<file path="src/logic/videoPkg.sv">
//--------------------
// Shared video definitions
// Test pattern select enum
// Pixel and colour widths
// Fixed colour constants
//--------------------
package videoPkg;

	//--------------------
	// Pixel widths
	//--------------------
	// ARGB4444 word
	localparam int cColorDepth = 16;
	// RGB part without alpha
	localparam int cRgbWidth = 12;

	//--------------------
	// Pattern select
	//--------------------
	typedef enum logic [1:0]
	{
		// Eight vertical bars
		patColorBars = 2'd0,
		// Ramp on X and Y
		patGradient  = 2'd1,
		// Flat fill
		patSolid     = 2'd2,
		// 8x8 checkerboard
		patCheckers  = 2'd3
	} patternModeT;

	//--------------------
	// Colour constants
	//--------------------
	// Packed as {blue, green, red}, red in the low nibble
	localparam logic [cRgbWidth-1:0] cSolidColor = 12'h5A3;
	// Fully opaque alpha nibble
	localparam logic [cColorDepth-cRgbWidth-1:0] cAlphaOpaque = 4'hF;

endpackage

</file>
<file path="src/logic/videoSyncGen.sv">
//--------------------
// Video timing generator
// Wrapping pixel and line counters
// Active-low syncs, data enable
// Active pixel coordinates
//--------------------
`timescale 1ns/1ps

module videoSyncGen #(
	parameter int pHWidth = 11,
	parameter int pVWidth = 11
)(
	input  logic               iVideoClk,
	input  logic               arstN,
	// Timing values, stable between resets
	input  logic [pHWidth-1:0] hDisplay,
	input  logic [pVWidth-1:0] vDisplay,
	input  logic [pHWidth:0]   hSyncStart,
	input  logic [pHWidth:0]   hSyncEnd,
	input  logic [pHWidth:0]   hSyncMax,
	input  logic [pVWidth:0]   vSyncStart,
	input  logic [pVWidth:0]   vSyncEnd,
	input  logic [pVWidth:0]   vSyncMax,
	// Raw timing outputs
	output logic               hSyncRaw,
	output logic               vSyncRaw,
	output logic               deRaw,
	output logic [pHWidth-1:0] pixelX,
	output logic [pVWidth-1:0] pixelY
);

	//--------------------
	// Counter next state
	//--------------------
	logic [pHWidth:0] hCount;
	logic [pHWidth:0] hNext;
	logic [pVWidth:0] vCount;
	logic [pVWidth:0] vNext;
	logic             hWrap;

	always_comb
	begin
		// End of line reached
		hWrap = (hCount == hSyncMax);
		hNext = hWrap ? '0 : hCount + 1'b1;
		// Line counter only moves at the line wrap
		if (!hWrap)
			vNext = vCount;
		else if (vCount == vSyncMax)
			vNext = '0;
		else
			vNext = vCount + 1'b1;
	end

	//--------------------
	// Counters and raw outputs
	//--------------------
	// Outputs decoded from the next count, so they line up with the counter
	always_ff @(posedge iVideoClk or negedge arstN)
	begin
		if (!arstN)
		begin
			hCount   <= '0;
			vCount   <= '0;
			// Syncs idle high
			hSyncRaw <= 1'b1;
			vSyncRaw <= 1'b1;
			// Origin of the frame is inside the active area
			deRaw    <= 1'b1;
		end
		else
		begin
			hCount   <= hNext;
			vCount   <= vNext;
			// Low from start up to but not including end
			hSyncRaw <= !((hNext >= hSyncStart) && (hNext < hSyncEnd));
			vSyncRaw <= !((vNext >= vSyncStart) && (vNext < vSyncEnd));
			// Active window
			deRaw    <= (hNext < {1'b0, hDisplay}) && (vNext < {1'b0, vDisplay});
		end
	end

	// Coordinates, meaningful only while deRaw is high
	assign pixelX = hCount[pHWidth-1:0];
	assign pixelY = vCount[pVWidth-1:0];

	//--------------------
	// Checks
	//--------------------
	// DE must open inside the visible part of a line
	deRiseInActive: assert property (@(posedge iVideoClk) disable iff (!arstN)
		$rose(deRaw) |-> (hCount < {1'b0, hDisplay}));

endmodule

</file>
<file path="src/logic/videoPatternGen.sv">
//--------------------
// Test pattern pixel generator
// Colour bars, gradient, solid fill, checkers
// One registered ARGB4444 pixel per clock
//--------------------
`timescale 1ns/1ps

module videoPatternGen import videoPkg::*; #(
	parameter int pHWidth = 11,
	parameter int pVWidth = 11
)(
	input  logic                   iVideoClk,
	input  logic                   arstN,
	input  patternModeT            patternMode,
	input  logic [pHWidth-1:0]     pixelX,
	input  logic [pVWidth-1:0]     pixelY,
	output logic [cColorDepth-1:0] argbPixel
);

	// One colour channel
	localparam int nibbleWidth = cRgbWidth / 3;

	logic [nibbleWidth-1:0] red;
	logic [nibbleWidth-1:0] green;
	logic [nibbleWidth-1:0] blue;

	//--------------------
	// Pattern decode
	//--------------------
	always_comb
	begin
		red   = '0;
		green = '0;
		blue  = '0;
		case (patternMode)
			patColorBars:
			begin
				// Bar index from X bits 6..4, each channel full on or off
				red   = {nibbleWidth{pixelX[6]}};
				green = {nibbleWidth{pixelX[5]}};
				blue  = {nibbleWidth{pixelX[4]}};
			end
			patGradient:
			begin
				red   = pixelX[7:4];
				green = pixelY[7:4];
				// Fine texture from the low nibbles
				blue  = pixelX[3:0] ^ pixelY[3:0];
			end
			patSolid:
			begin
				{blue, green, red} = cSolidColor;
			end
			patCheckers:
			begin
				// White where the 8-pixel cells differ
				red   = {nibbleWidth{pixelX[3] ^ pixelY[3]}};
				green = red;
				blue  = red;
			end
		endcase
	end

	//--------------------
	// Pixel register
	//--------------------
	// One cycle after the coordinate
	always_ff @(posedge iVideoClk or negedge arstN)
	begin
		if (!arstN)
			argbPixel <= '0;
		else
			argbPixel <= {cAlphaOpaque, blue, green, red};
	end

endmodule

</file>
<file path="src/logic/videoOutStage.sv">
//--------------------
// Panel output stage
// Sync and DE alignment delay
// Alpha removal and colour blanking
// Registered panel pins
//--------------------
`timescale 1ns/1ps

module videoOutStage import videoPkg::*; (
	input  logic                     iVideoClk,
	input  logic                     arstN,
	input  logic [cColorDepth-1:0]   argbPixel,
	input  logic                     hSyncRaw,
	input  logic                     vSyncRaw,
	input  logic                     deRaw,
	output logic [cRgbWidth/3-1:0]   tftColorR,
	output logic [cRgbWidth/3-1:0]   tftColorG,
	output logic [cRgbWidth/3-1:0]   tftColorB,
	output logic                     tftHSync,
	output logic                     tftVSync,
	output logic                     tftDe
);

	localparam int nibbleWidth = cRgbWidth / 3;

	// Alpha nibble dropped here
	logic [cRgbWidth-1:0] rgb;
	logic                 hSyncDly;
	logic                 vSyncDly;
	logic                 deDly;

	assign rgb = argbPixel[cRgbWidth-1:0];

	//--------------------
	// Alignment and pins
	//--------------------
	always_ff @(posedge iVideoClk or negedge arstN)
	begin
		if (!arstN)
		begin
			hSyncDly  <= 1'b1;
			vSyncDly  <= 1'b1;
			deDly     <= 1'b0;
			// Panel idle: syncs high, DE low, black
			tftHSync  <= 1'b1;
			tftVSync  <= 1'b1;
			tftDe     <= 1'b0;
			tftColorR <= '0;
			tftColorG <= '0;
			tftColorB <= '0;
		end
		else
		begin
			// Matches the pattern generator latency
			hSyncDly  <= hSyncRaw;
			vSyncDly  <= vSyncRaw;
			deDly     <= deRaw;
			tftHSync  <= hSyncDly;
			tftVSync  <= vSyncDly;
			tftDe     <= deDly;
			// Red sits in the low nibble
			tftColorR <= deDly ? rgb[nibbleWidth-1:0] : '0;
			tftColorG <= deDly ? rgb[2*nibbleWidth-1:nibbleWidth] : '0;
			tftColorB <= deDly ? rgb[3*nibbleWidth-1:2*nibbleWidth] : '0;
		end
	end

	// Black outside the active window
	blankOutsideDe: assert property (@(posedge iVideoClk) disable iff (!arstN)
		!tftDe |-> ({tftColorB, tftColorG, tftColorR} == '0));

endmodule

</file>
<file path="src/logic/backlightPwm.sv">
//--------------------
// Backlight dimmer
// Free-running 8-bit PWM
//--------------------
`timescale 1ns/1ps

module backlightPwm (
	input  logic       iVideoClk,
	input  logic       arstN,
	// High cycles out of every 256
	input  logic [7:0] blDuty,
	output logic       tftBackLight
);

	//--------------------
	// Period counter
	//--------------------
	logic [7:0] pwmCount;

	always_ff @(posedge iVideoClk or negedge arstN)
	begin
		if (!arstN)
			pwmCount <= '0;
		else
			// Wraps naturally every 256 cycles
			pwmCount <= pwmCount + 8'd1;
	end

	//--------------------
	// Duty compare
	//--------------------
	always_ff @(posedge iVideoClk or negedge arstN)
	begin
		if (!arstN)
			tftBackLight <= 1'b0;
		else
			// Registered so the pin stays glitch free
			tftBackLight <= (pwmCount < blDuty);
	end

	// Zero duty keeps the backlight fully off
	darkAtZeroDuty: assert property (@(posedge iVideoClk) disable iff (!arstN)
		($past(blDuty) == 8'd0) |-> !tftBackLight);

endmodule

</file>
<file path="src/logic/videoTxUnit.sv">
//--------------------
// TFT video transmit top
// Timing, pattern and output stages
// Backlight PWM, clock and reset pass-through
//--------------------
`timescale 1ns/1ps

module videoTxUnit import videoPkg::*; #(
	parameter int pHWidth = 11,
	parameter int pVWidth = 11
)(
	input  logic                   iVideoClk,
	input  logic                   arstN,
	// Panel timing
	input  logic [pHWidth-1:0]     hDisplay,
	input  logic [pVWidth-1:0]     vDisplay,
	input  logic [pHWidth:0]       hSyncStart,
	input  logic [pHWidth:0]       hSyncEnd,
	input  logic [pHWidth:0]       hSyncMax,
	input  logic [pVWidth:0]       vSyncStart,
	input  logic [pVWidth:0]       vSyncEnd,
	input  logic [pVWidth:0]       vSyncMax,
	// Control
	input  patternModeT            patternMode,
	input  logic [7:0]             blDuty,
	input  logic                   displayRst,
	// Panel pins
	output logic [cRgbWidth/3-1:0] tftColorR,
	output logic [cRgbWidth/3-1:0] tftColorG,
	output logic [cRgbWidth/3-1:0] tftColorB,
	output logic                   tftDclk,
	output logic                   tftHSync,
	output logic                   tftVSync,
	output logic                   tftDe,
	output logic                   tftBackLight,
	output logic                   tftRst
);

	logic                   hSyncRaw;
	logic                   vSyncRaw;
	logic                   deRaw;
	logic [pHWidth-1:0]     pixelX;
	logic [pVWidth-1:0]     pixelY;
	logic [cColorDepth-1:0] argbPixel;

	//--------------------
	// Timing generator
	//--------------------
	videoSyncGen #(
		.pHWidth    (pHWidth),
		.pVWidth    (pVWidth)
	) syncGen (
		.iVideoClk  (iVideoClk),
		.arstN      (arstN),
		.hDisplay   (hDisplay),
		.vDisplay   (vDisplay),
		.hSyncStart (hSyncStart),
		.hSyncEnd   (hSyncEnd),
		.hSyncMax   (hSyncMax),
		.vSyncStart (vSyncStart),
		.vSyncEnd   (vSyncEnd),
		.vSyncMax   (vSyncMax),
		.hSyncRaw   (hSyncRaw),
		.vSyncRaw   (vSyncRaw),
		.deRaw      (deRaw),
		.pixelX     (pixelX),
		.pixelY     (pixelY)
	);

	//--------------------
	// Pixel source and pins
	//--------------------
	videoPatternGen #(
		.pHWidth     (pHWidth),
		.pVWidth     (pVWidth)
	) patternGen (
		.iVideoClk   (iVideoClk),
		.arstN       (arstN),
		.patternMode (patternMode),
		.pixelX      (pixelX),
		.pixelY      (pixelY),
		.argbPixel   (argbPixel)
	);

	// Two cycles from counter state to the pins
	videoOutStage outStage (
		.iVideoClk (iVideoClk),
		.arstN     (arstN),
		.argbPixel (argbPixel),
		.hSyncRaw  (hSyncRaw),
		.vSyncRaw  (vSyncRaw),
		.deRaw     (deRaw),
		.tftColorR (tftColorR),
		.tftColorG (tftColorG),
		.tftColorB (tftColorB),
		.tftHSync  (tftHSync),
		.tftVSync  (tftVSync),
		.tftDe     (tftDe)
	);

	// Backlight runs beside the pipeline
	backlightPwm blPwm (
		.iVideoClk    (iVideoClk),
		.arstN        (arstN),
		.blDuty       (blDuty),
		.tftBackLight (tftBackLight)
	);

	// Pixel clock and panel reset go straight out
	assign tftDclk = iVideoClk;
	assign tftRst  = displayRst;

endmodule

</file>
<file path="config.mk">
export PLATFORM = sky130hd
export DESIGN_NAME = videoTxUnit
export DESIGN_NICKNAME = d
export VERILOG_FILES = /design/src/logic/videoPkg.sv /design/src/logic/videoSyncGen.sv /design/src/logic/videoPatternGen.sv /design/src/logic/videoOutStage.sv /design/src/logic/backlightPwm.sv /design/src/logic/videoTxUnit.sv
export SDC_FILE = /design/constraint.sdc
export NUM_CORES = 1
export LEC_CHECK = 0
export CORE_UTILIZATION = 50
export CTS_BUF_LIST = sky130_fd_sc_hd__clkbuf_4 sky130_fd_sc_hd__clkbuf_8 sky130_fd_sc_hd__clkbuf_16
export DETAILED_ROUTE_END_ITERATION = 10
export DONT_BUFFER_PORTS = 1
export PLACE_DENSITY_LB_ADDON = 0.25
export SLEW_MARGIN = 20
export SYNTH_ARGS = -nofsm -noshare
export SYNTH_HDL_FRONTEND = slang
export SYNTH_HIERARCHICAL = 1
export SYNTH_SLANG_ARGS = --single-unit
</file>
<file path="constraint.sdc">
create_clock -name iVideoClk -period 5.98 [get_ports iVideoClk]
set_clock_uncertainty 0.15 [all_clocks]
set_input_delay 1.196 -clock iVideoClk [delete_from_list [all_inputs] [get_ports iVideoClk]]
set_output_delay 1.196 -clock iVideoClk [all_outputs]
set_load 0.03 [all_outputs]
</file>
==> results.yml <==
cts:
  postCtsResizedCells: 0
  insertion_delay_ns: 0.34
  hold_buffers: 0
  cts_sinks: 66
  cts_max_level: 3
  clockRootBuffer: "clkbuf_8"
  cts_buffers: 9
  cts_tree: "built"
  path_clk_slew_ns: 0.07
  cts_buffer_depth: 2
  cts_setup_buffers: 0
logic_synthesis:
  syn_nets: 705
  syn-cell-area_um2: 4848
  syn_avg_cell_area_um2: 9.288
  syn_inst: 522
  yosysWarnings: 6
sta:
  rsz0062_at_grt: "false"
  tns_ns: 0
  setup_viol: 0
  hold_viol: 0
  relSlewSlack: 0.5732
  tightestPinTransition_ns: 0.6348
  hold_slack_ns: 0.2059
  drv_slew: 0
hold_path:
  holdCritPathClass: "reg -> reg"
worst_setup_path:
  critical_path_required_ns: 4.63
  path_class: "clk -> out"
  critPathCaptureType: "primary output"
  critPathMaxFanout: 2
  critPathArrivalTime_ns: 2.99
  critPathLaunchType: "clock port"
place:
  placed_area_um2: 4841
  dpl.cell_count: 627
  place.gp.congestion: 0.8866
  hpwlAfterDp_um: 7899
  portBuffers: 0
drt:
  drc: 0
  drtPass1Iterations: 4
  drt-total-wl_um: 9864
  drt_iter0_drc: 204
  post_drt_wl_per_cell_um: 15.34
  via_count: 3505
  drtAntennaViolNets: 0
  vias_per_cell: 5.451
finish:
  layout.cells.non_filler: 643
  mostFrequentLayoutCells: "81 x inv_1, 76 x ha_1, 59 x dfrtp_1"
  layout_commonest_cell: "inv_1"
  diodes: 0
  layout.nets: 692
  drive_above_1_share: 0.08560
  area_delta_synth_final_pct: 4.155
  fin_area_um2: 5050
power_and_ir_drop:
  p_switching_uw: 384.6
  ir_drop_mv: 0.1309
  pwr-share-comb: 0.250
  power.density_nw_per_um2: 246.2
  p_int_uw: 858.8
  p_leak_uw: 0.002683
  p_total_uw: 1243
  switching_share: 0.3093
  pwr-share-seq: 0.442
  clkPwrFrac: 0.309
floorplanning:
  core_um2: 9328
  die_h_um: 100.5
  die_area_um2: 10090
  start_util: 0.5198
  die_w_um: 100.5
  design.portCount: 125
  rows: 35
global_route:
  grt_pass1_vias: 3301
  grt_usage: 0.2073
  grt_pass1_wl_um: 16050
  grt_max_degree: 67
  antenna_found_initial: 0
  overflow: 0
outcome:
  status: "finished, final reports clean"
job:
  cap_violations: 0
==> worst reg2reg max path, cell delays in order (launching register included) <==
cell and delay, ns:
dfrtp_1 0.48, xnor2_1 0.19, nand4_1 0.16, nor3_4 0.20, buf_4 0.27, nand4_1 0.24
or3_1 0.40, a21oi_1 0.35, ha_1 0.32, a21o_1 0.18, a21oi_1 0.16, o221ai_1 0.13
a31oi_1 0.21, o311ai_2 0.14
==> final cells by class <==
type                            count  area [um^2]
Timing Repair Buffer                1        7.507
Clock inverter                      4        50.05
Sequential cell                    66         1660
Multi-Input combinational cell    349         2704
Inverter                           82        307.8
Fill cell                         851         4278
Tap cell                          129        161.4
Clock buffer                       12        158.9
==> path summary, 6_finish.rpt <==
path                              startpoint                end  slack (ns)  cells past startpoint
min                        outStage/vSyncDly  outStage/tftVSync        0.21                      0
min in group asynchronous              arstN  blPwm/pwmCount[4]        0.39                      0
max in group asynchronous              arstN      syncGen/deRaw        5.09                      0
max                                iVideoClk            tftDclk        1.64                      0
max reg2reg                syncGen/hCount[4]   syncGen/vSyncRaw        2.33                     13
min reg2reg                outStage/vSyncDly  outStage/tftVSync        0.21                      0
==> layer usage <==
metal / global-route usage / part of all wire
met5: 0 / 0
met4: 0.09253 / 0.019
met3: 0.03745 / 0.053
met2: 0.3351 / 0.47
met1: 0.2713 / 0.46
==> flip-flops by register name, indices dropped and copies added, names as in the netlist <==
name	flops
outStage/hSyncDly	1
outStage/tftDe	1
outStage/tftColorB	4
syncGen/deRaw	1
blPwm/tftBackLight	1
blPwm/pwmCount	8
outStage/deDly	1
syncGen/vSyncRaw	1
outStage/vSyncDly	1
outStage/tftColorG	4
syncGen/vCount	12
outStage/tftHSync	1
outStage/tftVSync	1
syncGen/hCount	12
syncGen/hSyncRaw	1
patternGen/argbPixel	12
outStage/tftColorR	4
==> power by group through the flow <==
stage	Sequential [uW]	Combinational, uW	Clock, uW
2_1_floorplan	537	281	25.0
3_3_place_gp	559	292	0
3_5_place_dp	560	305	0
4_1_cts	551	309	390
5_1_grt	557	355	413
6_report	550	310	384
==> metrics by stage <==
stage	util	setup slack, ns
2_1_floorplan	-	1.499
3_3_place_gp	0.5190	1.644
3_5_place_dp	0.5190	1.644
4_1_cts	0.5414	1.644
5_1_grt	0.5414	1.644
6_report	0.5414	1.644
Power figures use the tool's default switching activity.
